**src/design/pal_pkg.sv**
```systemverilog
// palette widths, colour channel widths and palette entry field positions
`default_nettype none

package pal_pkg;

    // palette address, 4096 words
    localparam int pal_aw = 12;
    // one palette entry
    localparam int pal_dw = 16;

    // output colour channels
    localparam int chan_w = 5;
    // packed as red, green, blue from the top
    localparam int rgb_w = 3 * chan_w;

    // set selects light, clear selects dim
    localparam int shade_bit = 15;

    // low bit of each channel's upper nibble
    localparam int red_nib_lsb = 0;
    localparam int grn_nib_lsb = 4;
    localparam int blu_nib_lsb = 8;

    // extra bit that becomes each channel's lsb
    localparam int red_ext_bit = 12;
    localparam int grn_ext_bit = 13;
    localparam int blu_ext_bit = 14;

endpackage

`default_nettype wire

```
**src/design/blank_align.sv**
```systemverilog
// blanking delay chains and colour blackout inside blanking
`timescale 1ns/1ps
`default_nettype none

module blank_align #(
    parameter int blank_dly = 3
) (
    input  logic                      clk,
    input  logic                      rst,
    input  logic                      pxl_cen,
    input  logic                      preLHBL,
    input  logic                      preLVBL,
    input  logic [pal_pkg::rgb_w-1:0] rgb_in,
    output logic                      LHBL,
    output logic                      LVBL,
    output logic [pal_pkg::rgb_w-1:0] rgb
);

    // bit 0 takes the live strobe, top bit drives the output
    logic [blank_dly-1:0] hb_sh;
    logic [blank_dly-1:0] vb_sh;
    // chain contents after the coming pixel step
    logic [blank_dly-1:0] hb_nxt;
    logic [blank_dly-1:0] vb_nxt;
    logic                 show;

    assign hb_nxt = (hb_sh << 1) | blank_dly'(preLHBL);
    assign vb_nxt = (vb_sh << 1) | blank_dly'(preLVBL);

    // gate with the strobes that leave together with this colour
    assign show = hb_nxt[blank_dly-1] & vb_nxt[blank_dly-1];

    // low means blanked, so reset starts blanked
    always_ff @(posedge clk) begin
        if (rst) begin
            hb_sh <= '0;
            vb_sh <= '0;
        end else if (pxl_cen) begin
            hb_sh <= hb_nxt;
            vb_sh <= vb_nxt;
        end
    end

    // black outside the active area
    always_ff @(posedge clk) begin
        if (rst) begin
            rgb <= '0;
        end else if (pxl_cen) begin
            rgb <= show ? rgb_in : '0;
        end
    end

    assign LHBL = hb_sh[blank_dly-1];
    assign LVBL = vb_sh[blank_dly-1];

endmodule

`default_nettype wire

```
**config.mk**
```make
export PLATFORM = sky130hd
export DESIGN_NAME = blank_align
export DESIGN_NICKNAME = d
export VERILOG_FILES = /design/src/design/pal_pkg.sv /design/src/design/blank_align.sv
export SDC_FILE = /design/constraint.sdc
export NUM_CORES = 1
export LEC_CHECK = 0
export BUFFER_PORTS_ARGS = -buffer_cell sky130_fd_sc_hd__buf_2
export CAP_MARGIN = 30
export CORE_MARGIN = 5
export CORE_UTILIZATION = 50
export CTS_CLUSTER_DIAMETER = 100
export DETAILED_ROUTE_END_ITERATION = 10
export GPL_TIMING_DRIVEN = 0
export PLACE_DENSITY = 0.85
export SLEW_MARGIN = 20
export SYNTH_ARGS = -nofsm -noshare
export SYNTH_HDL_FRONTEND = slang
export SYNTH_SLANG_ARGS = --single-unit
```
**constraint.sdc**
```tcl
create_clock -name clk -period 1.4 [get_ports clk]
set_input_delay 0.07 -clock clk [delete_from_list [all_inputs] [get_ports clk]]
set_output_delay 0.07 -clock clk [all_outputs]
set_load 0.005 [all_outputs]
```
==> metrics <==
R2R depth 4; worst r2r src vb_sh[1]; post-synth cell types 14; largest net degree at the start of global routing 12; Switching Fraction 22.8%; Syn Inst Count 88; hold depth 3; layout cells sized above 1 50.4%; Final ANT Viol Nets 0; commonest cells in the synthesized netlist dfxtp_1, nand4_1, a21oi_2, nand2b_4; Clk pwr share 28.3%; # Max-Cap Violations 0; final net count 150; nature of the critical path endpoint register; vias in the first global route 725; Port Buffer Count 35; initial drt markers 7; Min-Delay Startpoint preLVBL; internal power 779 uW; Logic pwr share 11.6%; clock transition at the registers of the reported paths 110 ps; Clock Tree Buf Depth 2; clk_skew 2.38 ps; Die H 54.0 um; WHS Endpoint vb_sh[0]; status finished, final reports clean; Filler cells 178; minimum clock period 1060 ps; syn avg cell area 11.0 sq um; synth top area cells dfxtp_1, nand2b_4, nand4_1, a21oi_2, mux2i_1; Final Setup Violations 0; most common cell in the synthesized netlist dfxtp_1; CTS tree done; Worst R2R End rgb[10]; relative max-transition margin 64.9%; Register Area 420 sq um; R2R setup slack 460 ps; critical path class input pin to register; Post-synth EDFFs 0; Fin Hold WS 8.46 ps; area delta synth->final 26.4%; Switch Pwr 230 uW; Final Hold Viols 0; Slew Limit Fails 0; critical-path maximum fanout 10; row count 16; Worst Path Arrival 1230 ps; Tightest Pin Transition 527 ps; Yosys reg bits 21; Initial DRT Pass Iterations 4; post-synthesis cell area 968 sq um; via count 791; CP Launch Type input pin; initial antenna violation count 0; root buf cell clkbuf_4; grt ovf 0; Async S/R FF share, synth 0%; H-tree Lvls 1; Final HPWL DP 1.48 mm; post-synth top area share 43.4%; syn_nets 108; GRT Util Overall 14.7%; CTS resizes 0; clock latency on the worst-skew pair 300 ps; most used flip-flop cell after synthesis dfxtp_1; Peak VDD IR 0.482 mV; period utilization 75.6%; total CTS buffers 3; WL per Instance 13.0 um; Die Wd 54.0 um; Req. time, crit path 1570 ps; Synth area leader dfxtp_1; Seq/Total Area, Yosys 43.4%; I/O pin cnt 37; multi-input combinational cell area 447 sq um; setup TNS 0 ps; Core Region 1900 sq um; Pleak 0.542 nW; Synth Warn # 0; Die Area 2920 sq um; final core occ 64.3%; Initial Util 50.9%; Pwr per Cell Area 825 nW/um^2; Seq pwr share 60.1%; placer congestion estimate 0.726; final WL 2.03 mm; clock sink count 21; global-route wire length before repair 3.06 mm; Hold Crit Class input pin to register; via/cell ratio 5.07; max frequency 945 MHz; unrepaired setup endpoints after global routing false; Remaining DRCs 0; # diodes 0
worst max-delay path: stages:
cell           delay [ps]
dlygate4sd3_1         520
buf_2                 110
clkbuf_1              420
nor2_1                110
routing by layer:
metal  up-vias  global-route usage [%]  wire (um)
met3         2                    3.05        132
met1       375                    18.4        871
met4         0                    8.30         10
met2        23                    23.4       1020
met5         -                       0          0
li1        391                       -          -
power by group through the flow:
stage / Sequential (mW) / Clock [mW] / Combinational (mW)
global placement: 0.620 / 0 / 0.111
CTS: 0.607 / 0.298 / 0.118
floorplan: 0.620 / 0 / 0.0734
detailed placement: 0.620 / 0 / 0.112
finish: 0.607 / 0.285 / 0.117
global route: 0.608 / 0.319 / 0.127
state kept, by name, indices dropped and copies added, names as in the netlist:
name and cells:
hb_sh 3, vb_sh 3, rgb 15
cell type report:
type | instances | area share [%]
Sequential cell | 21 | 34.4
Multi-Input combinational cell | 57 | 36.5
Buffer | 10 | 8.28
Clock buffer | 4 | 2.15
Timing Repair Buffer | 37 | 16.0
Tap cell | 27 | 2.76
how the worst max path moves through the flow:
stage / cells past startpoint / startpoint / endpoint
after floorplan: 4 / vb_sh[1] / vb_sh[2]
after global placement: 4 / hb_sh[1] / hb_sh[2]
after detailed placement: 4 / vb_sh[1] / rgb[10]
after CTS: 4 / rst / vb_sh[2]
after global routing: 4 / rst / vb_sh[2]
final: 4 / rst / vb_sh[2]
cells in the final DEF, fill, tap and decap left out:
cell type / netlist / routed
buf_2: 1 / 36
dfxtp_1: 21 / 21
nand4_1: 15 / 15
nand2b_4: 9 / 9
a21oi_2: 9 / 9
nand2b_1: 6 / 6
a21oi_1: 6 / 6
mux2i_1: 6 / 6
nor2_1: 6 / 6
buf_6: 5 / 5
clkbuf_4: 0 / 3
clkbuf_1: 1 / 2
dlygate4sd3_1: 0 / 2
clkbuf_8: 1 / 1
buf_4: 1 / 1
buf_8: 1 / 1
metrics by stage:
stage	instance area, sq um	total power, mW	std cells	setup slack [ps]
2_1_floorplan	968	0.693	88	557
6_report	1220	1.01	156	342
5_1_grt	1220	1.05	156	243
3_3_place_gp	1180	0.731	150	519
4_1_cts	1220	1.02	156	345
3_5_place_dp	1180	0.733	150	484
cells by family (layout without fill, tap and decap cells):
group | after synthesis | after routing | synth area share (%)
buffers and inverters | 10 | 51 | 10.5
DFF | 21 | 21 | 43.4
muxes | 6 | 6 | 6.20
and+or+nand+nor | 36 | 36 | 28.7
AOI/OAI and AO/OA | 15 | 15 | 11.2
repair_timing:
item	CTS	global route
setup buffers	0	0
hold buffers	2	0
endpoints found under the hold margin	2	0
Power figures use the tool's default switching activity.
