### src/design/pal_pkg.sv
// palette widths, colour channel widths and palette entry field positions
`default_nettype none

package pal_pkg;

    // palette address, 4096 words
    localparam int pal_aw = 12;
    // one palette entry
    localparam int pal_dw = 16;

    // output colour channels
    localparam int chan_w = 5;
    // packed as red, green, blue from the top
    localparam int rgb_w = 3 * chan_w;

    // set selects light, clear selects dim
    localparam int shade_bit = 15;

    // low bit of each channel's upper nibble
    localparam int red_nib_lsb = 0;
    localparam int grn_nib_lsb = 4;
    localparam int blu_nib_lsb = 8;

    // extra bit that becomes each channel's lsb
    localparam int red_ext_bit = 12;
    localparam int grn_ext_bit = 13;
    localparam int blu_ext_bit = 14;

endpackage

`default_nettype wire

### src/design/shade_unit.sv
// palette entry unpack to rgb channels with shadow dim and light
`timescale 1ns/1ps
`default_nettype none

module shade_unit (
    input  logic                       clk,
    input  logic                       rst,
    input  logic                       pxl_cen,
    input  logic [pal_pkg::pal_dw-1:0] pal_q,
    input  logic                       shadow,
    output logic [pal_pkg::rgb_w-1:0]  rgb_shaded
);
    import pal_pkg::*;

    localparam int nib_w = chan_w - 1;

    logic [chan_w-1:0] r_pal;
    logic [chan_w-1:0] g_pal;
    logic [chan_w-1:0] b_pal;
    logic [rgb_w-1:0]  rgb_nxt;

    // shadow darkening, a minus a quarter
    function automatic logic [chan_w-1:0] dim(input logic [chan_w-1:0] a);
        dim = a - (a >> 2);
    endfunction

    // shadow highlight, a plus a quarter, clipped at full scale
    function automatic logic [chan_w-1:0] light(input logic [chan_w-1:0] a);
        logic [chan_w:0] sum;
        sum = {1'b0, a} + {1'b0, a >> 2};
        light = sum[chan_w] ? '1 : sum[chan_w-1:0];
    endfunction

    // nibble on top, shared bit as lsb
    assign r_pal = {pal_q[red_nib_lsb +: nib_w], pal_q[red_ext_bit]};
    assign g_pal = {pal_q[grn_nib_lsb +: nib_w], pal_q[grn_ext_bit]};
    assign b_pal = {pal_q[blu_nib_lsb +: nib_w], pal_q[blu_ext_bit]};

    always_comb begin
        if (!shadow) begin
            // no shadow over this pixel
            rgb_nxt = {r_pal, g_pal, b_pal};
        end else if (pal_q[shade_bit]) begin
            rgb_nxt = {light(r_pal), light(g_pal), light(b_pal)};
        end else begin
            rgb_nxt = {dim(r_pal), dim(g_pal), dim(b_pal)};
        end
    end

    // shadow sampled on the same step as the entry
    always_ff @(posedge clk) begin
        if (rst) begin
            rgb_shaded <= '0;
        end else if (pxl_cen) begin
            rgb_shaded <= rgb_nxt;
        end
    end

endmodule

`default_nettype wire

### config.mk
export PLATFORM = sky130hd
export DESIGN_NAME = shade_unit
export DESIGN_NICKNAME = d
export VERILOG_FILES = /design/src/design/pal_pkg.sv /design/src/design/shade_unit.sv
export SDC_FILE = /design/constraint.sdc
export NUM_CORES = 1
export LEC_CHECK = 0
export ABC_AREA = 0
export BUFFER_PORTS_ARGS = -buffer_cell sky130_fd_sc_hd__buf_2
export CAP_MARGIN = 20
export CORE_UTILIZATION = 54
export DETAILED_ROUTE_END_ITERATION = 8
export PLACE_DENSITY = 0.8
export SYNTH_ARGS = -nofsm -noshare
export SYNTH_HDL_FRONTEND = slang
export SYNTH_SLANG_ARGS = --single-unit
### constraint.sdc
create_clock -name clk -period 2.35 [get_ports clk]
set_input_delay 0.235 -clock clk [delete_from_list [all_inputs] [get_ports clk]]
set_output_delay 0.235 -clock clk [all_outputs]
set_load 0.005 [all_outputs]
==> impl_metrics.yaml <==
floorplan:
  initial_core_util_pct: 59.4
  die_y_um: 55.1
  die_w_um: 55.1
  dieArea_sq_um: 3040
  core_area_sq_um: 2570
  rows: 18
  ios: 35
synthesis:
  synth-edff-count: 0
  synthArstFlopShare_pct: 0
  ys_seq_area_share_pct: 19.7
  synth_area_sq_um: 1520
  synth_ff_type: "dfxtp_1"
  synth_fp_nets: 233
  yosysWarnings: 0
  ys_types: 45
  synthCells: 189
  synth.avg_cell_area_sq_um: 8.06
  ys_ff_latch: 15
global_routing:
  overflow: 0
  grt_antenna_before_repair: 0
  grt_pass1_vias: 1363
  gr-usage-all-layers_pct: 26.5
  grt_pass1_wl_mm: 5.72
  grt_max_degree: 24
min_path:
  min-delay-start: "pal_q[2]"
  hold_class: "input pin to flip-flop"
  hold_path_end: "rgb_shaded[13]$_SDFFE_PP0P_"
  min_path_cells: 2
worst_setup_path:
  r2r.worst_path.cells: 2
  start_kind: "input pin"
  r2r_setup_slack_ns: 1.51
  r2r_start: "rgb_shaded[14]$_SDFFE_PP0P_"
  rr_endpoint: "rgb_shaded[14]$_SDFFE_PP0P_"
  crit_path_end_kind: "flip-flop"
  cp_data_required_time_ns: 2.51
  cp_max_fo: 5
  arrival_ns: 1.97
  critPathKind: "input pin to flip-flop"
timing:
  finClkSkew_ns: 0
  tns_ns: 0
  setup_viol: 0
  timing.fmax_mhz: 554
  setup_ws_ns: 0.545
  hold_ws_ns: 0.255
  finalHoldViolCount: 0
  min_period_ns: 1.81
  worst_pin_slew_ns: 0.410
  fin_crit_sh_pct: 76.8
  maxSlewHeadroom_pct: 72.4
  maxSlewViolCount: 0
  rsz0062_at_grt: "no"
clock_network:
  clockBufferDepth: 2
  cts_resized: 0
  insertion_delay_ns: 0.28
  cts-root-buf: "clkbuf_4"
  clock_sinks: 15
  cts_hold_buffers: 0
  numCtsBuffers: 3
  cts_setup_buffers: 0
  cts_tree: "built"
  htreeDepth: 1
  clkTransAtPathRegs_ns: 0.08
route:
  drcViolationCount: 0
  wl_per_cell_um: 14.7
  ant_nets: 0
  dr.first_iter.drc_count: 37
  drt_wl_total_mm: 3.65
  viasPerCell: 6.05
  vias: 1501
  first_pass_iters: 4
power:
  combPwrFrac_pct: 38.0
  pwr_density_cell_nw_per_um2: 406
  p_seq_share_pct: 41.2
  intPower_uw: 454
  switching_share_pct: 34.8
  p_switching_uw: 243
  cellLeakagePower_uw: 0.000787
  ir_worst_vdd_mv: 0.361
  pwr-share-clk_pct: 20.8
placed_design:
  post-place-ws_ns: 0.288
  dp_cells: 244
  portBuffers: 34
  place.gp.congestion: 0.847
  hpwlAfterDp_mm: 2.78
layout:
  top_regs: "rgb_shaded x15"
  diodes: 0
  regMostFlops: "rgb_shaded"
  multi_input_area_sq_um: 1090
  area_growth_pct: 12.6
  ff_latch_area_sq_um: 300
  nNetsFinal: 263
  drive_gt1_share_pct: 19.7
  final_core_util_pct: 66.8
  instances_no_fill: 248
  nFillCells: 213
  largest_reg_flops: 15
run_status:
  status: "complete, no violations"
job:
  maxCapViolCount: 0
-- worst max-delay path, cell delays in order --
cell and delay (ns):
buf_2 0.15, ha_1 0.18, inv_1 0.06, fa_1 0.39, or3b_1 0.39, nor4_1 0.26
a21oi_1 0.08, o22ai_1 0.13, o32ai_1 0.09
-- how the worst max path moves through the flow --
| stage | from | to | slack (ns) | depth (start not counted) |
|---|---|---|---|---|
| 5_1_grt | pal_q[9] | rgb_shaded[4]$_SDFFE_PP0P_ | 0.46 | 9 |
| 2_1_floorplan | pal_q[9] | rgb_shaded[4]$_SDFFE_PP0P_ | 0.61 | 8 |
| 6_report | pal_q[9] | rgb_shaded[4]$_SDFFE_PP0P_ | 0.54 | 9 |
| 4_1_cts | pal_q[9] | rgb_shaded[4]$_SDFFE_PP0P_ | 0.58 | 9 |
| 3_3_place_gp | pal_q[9] | rgb_shaded[4]$_SDFFE_PP0P_ | 0.41 | 9 |
| 3_5_place_dp | pal_q[9] | rgb_shaded[4]$_SDFFE_PP0P_ | 0.29 | 9 |
-- through the flow --
stage / total power, uW / instance area, sq um
2_1_floorplan: 466 / 1520
3_3_place_gp: 543 / 1690
3_5_place_dp: 554 / 1690
4_1_cts: 697 / 1720
5_1_grt: 746 / 1720
6_report: 697 / 1720
-- power groups by stage --
stage / registers, uW / clock network [uW] / logic (uW)
5_1_grt: 290 / 159 / 298
3_5_place_dp: 292 / 0 / 262
4_1_cts: 287 / 147 / 264
6_report: 287 / 145 / 265
3_3_place_gp: 291 / 0 / 252
2_1_floorplan: 293 / 0 / 173
-- Yosys cell counts, types with 2 or more instances --
cell type,instances,share of area [%]
o211ai_1,2,0.98
a21oi_1,13,4.3
and3_1,2,0.82
dfxtp_1,15,20
nand2_1,13,3.2
or2_1,2,0.82
o22ai_1,4,1.6
xnor2_1,3,1.7
o31ai_1,2,0.98
nor4_1,2,0.82
ha_1,18,15
nor2_1,12,3.0
nand2b_1,3,1.2
a211oi_1,5,2.5
o2111ai_1,2,1.1
or3b_1,2,1.1
fa_1,6,7.9
buf_4,2,0.98
and2_1,2,0.82
nand3_1,5,1.6
clkbuf_1,6,1.5
mux2i_1,2,1.3
o21ai_0,6,2.0
inv_2,2,0.49
nor2b_1,5,2.1
a311oi_1,4,2.3
o21ai_1,6,2.0
inv_1,21,5.2
o221ai_1,6,3.4
-- layout make-up --
type | count | area share [%]
Tap cell | 30 | 2.19
Timing Repair Buffer | 34 | 9.92
Clock buffer | 4 | 1.53
Sequential cell | 15 | 17.5
Multi-Input combinational cell | 142 | 63.8
Inverter | 23 | 5.03
-- layout by cell type, fill, tap and decap left out, types with 3 or more instances in the layout --
master and n:
dfxtp_1 15, o21ai_1 6, a21oi_1 13, nand2b_1 3
fa_1 6, nor2_1 12, a211oi_1 5, o22ai_1 4
inv_1 21, buf_2 34, clkbuf_4 3, xnor2_1 3
o221ai_1 6, nand3_1 5, o21ai_0 6, nor2b_1 5
a311oi_1 4, nand2_1 13, ha_1 18
-- per-layer routing --
| metal | track usage, % | wire (um) |
|---|---|---|
| met1 | 31.2 | 1570 |
| met2 | 46.2 | 1830 |
| met3 | 7.92 | 228 |
| met4 | 7.08 | 18 |
| met5 | 0 | 0 |
-- cells by family after synthesis --
kind of cell | Yosys count | share of synthesized area, %
muxes | 3 | 2.05
AOI/OAI and AO/OA | 59 | 27.2
and+or+nand+nor | 52 | 17.7
buffers and inverters | 32 | 8.46
xor gates and xnor gates | 4 | 2.30
adders and majority gates | 24 | 22.7
DFF | 15 | 19.7
(Power assumes the default switching activity.)
