==> config.mk <==
export PLATFORM = sky130hd
export DESIGN_NAME = layer_select
export DESIGN_NICKNAME = d
export VERILOG_FILES = /design/src/design/pal_pkg.sv /design/src/design/layer_pkg.sv /design/src/design/layer_select.sv
export SDC_FILE = /design/constraint.sdc
export NUM_CORES = 1
export LEC_CHECK = 0
export ABC_AREA = 1
export BUFFER_PORTS_ARGS = -buffer_cell sky130_fd_sc_hd__buf_2
export CORE_MARGIN = 2
export CORE_UTILIZATION = 35
export CTS_CLUSTER_DIAMETER = 200
export CTS_CLUSTER_SIZE = 10
export DETAILED_ROUTE_END_ITERATION = 8
export SLEW_MARGIN = 30
export SYNTH_ARGS = -nofsm -noshare
export SYNTH_HDL_FRONTEND = slang
export SYNTH_SLANG_ARGS = --single-unit
==> constraint.sdc <==
create_clock -name clk -period 2.55 [get_ports clk]
set_input_delay 0.3825 -clock clk [delete_from_list [all_inputs] [get_ports clk]]
set_output_delay 0.3825 -clock clk [all_outputs]
set_load 0.05 [all_outputs]
==> src/design/pal_pkg.sv <==
// palette widths, colour channel widths and palette entry field positions
`default_nettype none

package pal_pkg;

    // palette address, 4096 words
    localparam int pal_aw = 12;
    // one palette entry
    localparam int pal_dw = 16;

    // output colour channels
    localparam int chan_w = 5;
    // packed as red, green, blue from the top
    localparam int rgb_w = 3 * chan_w;

    // set selects light, clear selects dim
    localparam int shade_bit = 15;

    // low bit of each channel's upper nibble
    localparam int red_nib_lsb = 0;
    localparam int grn_nib_lsb = 4;
    localparam int blu_nib_lsb = 8;

    // extra bit that becomes each channel's lsb
    localparam int red_ext_bit = 12;
    localparam int grn_ext_bit = 13;
    localparam int blu_ext_bit = 14;

endpackage

`default_nettype wire

==> src/design/layer_pkg.sv <==
// layer input widths, object pixel fields and road palette bank prefix
`default_nettype none

package layer_pkg;

    // tile map generator output
    localparam int tmap_w = 11;
    // sprite pixel
    localparam int obj_w = 14;
    // road pixel
    localparam int road_w = 8;

    // road entries live in the 0x400 quarter of the palette
    localparam logic [1:0] road_bank = 2'b01;

    // object colour nibble, bits 3..0
    localparam int obj_col_w = 4;
    // palette group, bits 11..10
    localparam int obj_grp_lsb = 10;
    // palette bank, bits 13..7
    localparam int obj_bank_lsb = 7;
    localparam int obj_bank_w = 7;

    // object code that lets the road through
    localparam logic [1:0] road_grp = 2'b10;
    localparam logic [3:0] road_col = 4'b0101;

endpackage

`default_nettype wire

==> src/design/layer_select.sv <==
// layer priority mux building the registered palette address
`timescale 1ns/1ps
`default_nettype none

module layer_select (
    input  logic                         clk,
    input  logic                         rst,
    input  logic                         pxl_cen,
    input  logic [layer_pkg::tmap_w-1:0] tmap_addr,
    input  logic [layer_pkg::obj_w-1:0]  obj_pxl,
    input  logic [layer_pkg::road_w-1:0] rd_pxl,
    input  logic [4:3]                   rc,
    input  logic                         sa,
    input  logic                         sb,
    input  logic                         fix,
    output logic [pal_pkg::pal_aw-1:0]   pal_addr
);
    import layer_pkg::*;
    import pal_pkg::*;

    // object pixel from the previous pixel step
    logic [obj_w-1:0]     objl;
    logic [obj_col_w-1:0] objl_col;
    logic [1:0]           objl_grp;
    logic                 road_sel;
    logic                 tile_sel;
    logic [pal_aw-1:0]    road_addr;
    logic [pal_aw-1:0]    tile_addr;
    logic [pal_aw-1:0]    obj_addr;
    logic [pal_aw-1:0]    pre_addr;

    assign objl_col = objl[obj_col_w-1:0];
    assign objl_grp = objl[obj_grp_lsb +: 2];

    // road shows through a transparent object
    // rc[3] low or no tile layer active lets it in
    // group 10 colour 0101 is a see-through object code
    // fix always wins over the road
    // rc[4] only steers the road colour mux, absent here
    assign road_sel = !fix && (
        (objl_col == '0 && (!rc[3] || (!sa && !sb))) ||
        (objl_grp == road_grp && objl_col == road_col));

    // any tile layer on top
    assign tile_sel = sa | sb | fix;

    // road bit 7 mirrored into the three middle bits
    assign road_addr = {road_bank, {3{rd_pxl[road_w-1]}}, rd_pxl[road_w-2:0]};
    assign tile_addr = {1'b0, tmap_addr};
    // shadow and priority bits 6..4 skipped
    assign obj_addr  = {1'b1, obj_pxl[obj_bank_lsb +: obj_bank_w],
                        obj_pxl[obj_col_w-1:0]};

    always_comb begin
        if (road_sel) begin
            pre_addr = road_addr;
        end else if (tile_sel) begin
            pre_addr = tile_addr;
        end else begin
            pre_addr = obj_addr;
        end
    end

    always_ff @(posedge clk) begin
        if (rst) begin
            objl     <= '0;
            pal_addr <= '0;
        end else if (pxl_cen) begin
            objl     <= obj_pxl;
            pal_addr <= pre_addr;
        end
    end

endmodule

`default_nettype wire

==> impl_metrics.json <==
{
  "synth.top_cell.area_share_pct": 35.29,
  "final_nets": 253,
  "wl_per_cell_um": 10.79,
  "cts_setup_buffers": 0,
  "worst_slew_pin_slew_ns": 0.4964,
  "antenna_left": 0,
  "layout-drive-gt1-share_pct": 26.54,
  "dp_slack_ns": 1.061,
  "slowest_stage": "dfxtp_1",
  "grt_usage_pct": 16.80,
  "grt-ovfl-total": 0,
  "grt_util_met3_pct": 5.134,
  "setup-violations-final": 0,
  "hold_viol_final": 0,
  "grt_busiest_layer": "met2",
  "ios": 53,
  "synth_top_flop_cell": "dfxtp_1",
  "max_slew_margin_pct": 66.91,
  "grtUsageMet2_pct": 30.19,
  "use_met1_pct": 20.25,
  "crit_top_cell": "nand2_1",
  "io_buffer_count": 48,
  "hp-class": "in2reg",
  "syn_to_final_growth_pct": 24.75,
  "synth.most_common_cell": "nand2_1",
  "wirelength_mm": 2.610,
  "synthesis.area_um2": 1021,
  "vias": 1142,
  "rsz0062_at_grt": "no",
  "route.detailed.drc": 0,
  "synth_common_cells": "nand2_1 (54), nor2_1 (30), nand3_1 (20)",
  "cts_root_buf": "clkbuf_4",
  "fillerInstances": 303,
  "r2r_cells": 8,
  "die-area_um2": 3365,
  "fin_hold_ws_ns": 0.3382,
  "antenna_cells_inserted": 0,
  "cts_buffers": 3,
  "p_leak_nw": 0.7657,
  "grt_pass1_wl_mm": 4.381,
  "clk_latency_ns": 0.29,
  "clkTransAtPathRegs_ns": 0.11,
  "crit_family": "simple AND/OR/NAND/NOR gates",
  "firstDrtPassIters": 4,
  "synth.area.top_cells": "dfxtp_1 (35%), nand2_1 (20%), nor2_1 (11%)",
  "htreeDepth": 1,
  "syn_nets": 206,
  "critPathCaptureType": "flop",
  "path_max_fanout": 12,
  "tns_ns": 0,
  "grt_start_max_net_pins": 30,
  "drt-initial-drc-count": 20,
  "vdd_drop_max_v": 0.0004077,
  "ctsResizeCount": 0,
  "ys_warn_count": 0,
  "core.rowCount": 19,
  "maxCapViolCount": 0,
  "post-route-period-util_pct": 51.48,
  "period_needed_ns": 1.313,
  "max_stage_delay_ns": 0.33,
  "synthArstFlopShare_pct": 0,
  "fin_skew_ns": 0.01315,
  "path_cells": "nor2_1 -> nand2_1 -> a21oi_4 -> nand2_4 -> nand2_1 -> nand3_1 -> nand2_1 -> inv_1",
  "core_area_um2": 2758,
  "fp.dieH_um": 58.01,
  "min_to": "objl[1]",
  "clockBufferDepth": 2,
  "cts_hold_buffers": 0,
  "synth-edff-count": 0,
  "cts_tree": "done",
  "worstPathBufferInverterCount": 1,
  "synth_largest_area_cell": "dfxtp_1",
  "clock_sinks": 18,
  "r2r_slack_ns": 1.24,
  "p_per_area_nw_per_um2": 538.8,
  "max_freq_mhz": 761.8,
  "drv_slew": 0,
  "worstReg2RegEnd": "pal_addr[9]",
  "instances_no_fill": 242,
  "layout_setup_ws_ns": 1.237,
  "ys_ff_latch": 18,
  "gp_routability_congestion": 0.7525,
  "worst_ep_required_time_ns": 2.74,
  "die_x_um": 58.01,
  "worst_setup_path_start_kind": "flop",
  "critPathArrivalTime_ns": 1.51,
  "path_class": "reg2reg",
  "synth_area_per_cell_um2": 6.188,
  "postLayoutCoreUtil_pct": 46.19,
  "dpl.hpwl_mm": 1.936,
  "r2r-start": "objl[1]",
  "grt_pass1_vias": 1044,
  "syn_inst": 165,
  "yosysSeqAreaShare_pct": 35.29,
  "placed_cells": 238,
  "antenna_found_initial": 0,
  "hold_path_depth": 3,
  "viasPerCell": 4.719,
  "initial_core_util_pct": 37.02,
  "status": "finished, final reports clean",
  "hold_start": "obj_pxl[1]",
  "synthDistinctLibCells": 15
}
metrics by stage:
stage / power, mW / area, µm²
detailed placement: 0.5185 / 1237
floorplan: 0.4639 / 1021
CTS: 0.6999 / 1274
global placement: 0.5157 / 1237
finish: 0.6863 / 1274
global route: 0.7373 / 1274
cell type report:
cell class                      instances  area [µm²]  area share, %
Clock buffer                            4       36.28          2.849
Inverter                               19       71.32          5.599
Multi-Input combinational cell        121       519.2          40.77
Sequential cell                        18       360.3          28.29
Tap cell                               31       38.79          3.045
Timing Repair Buffer                   49       247.7          19.45
layer usage:
layer | part of all wire, % | vias to the layer above
met1 | 46 | 509
met4 | 0.50 | 0
met5 | 0 | -
li1 | - | 599
met2 | 48 | 32
met3 | 6.3 | 2
worst max-delay path by stage:
stage                 start          end  slack (ns)  cells after the start
finish              objl[1]  pal_addr[9]        1.24                      8
global route        objl[1]  pal_addr[5]        1.02                      8
CTS                 objl[1]  pal_addr[9]        1.23                      8
detailed placement       sb  pal_addr[2]        1.06                      9
global placement         sb  pal_addr[2]        1.07                      9
floorplan                sb  pal_addr[7]        1.32                      9
power by group:
part | leakage, nW | total, mW | switching (mW) | internal, mW
combinational | 0.595 | 0.198 | 0.133 | 0.0640
clock | 0.0210 | 0.175 | 0.0885 | 0.0869
sequential | 0.150 | 0.313 | 0.0106 | 0.303
layout by cell type, fill, tap and decap left out, drive strengths merged:
master	Yosys	final
inv	19	19
a21oi	6	6
clkbuf	4	4
dfxtp	18	18
buf	2	49
nor2	30	30
nand3	20	20
o21ai	9	9
nand2	56	56
cell families after synthesis:
group | share of synthesized area (%)
DFF | 35.29
buffers and inverters | 13.85
and+or+nand+nor | 42.40
AOI/OAI and AO/OA | 8.456
state kept, by name, summed over array words and instances, names as in the netlist:
| name | flops |
|---|---|
| objl | 6 |
| pal_addr | 12 |
worst min-delay path, stage by stage:
cell and delay (ns):
buf_2 0.10, nor2_1 0.05, nor2_1 0.08
No activity file was read; power rests on OpenSTA's default activity.
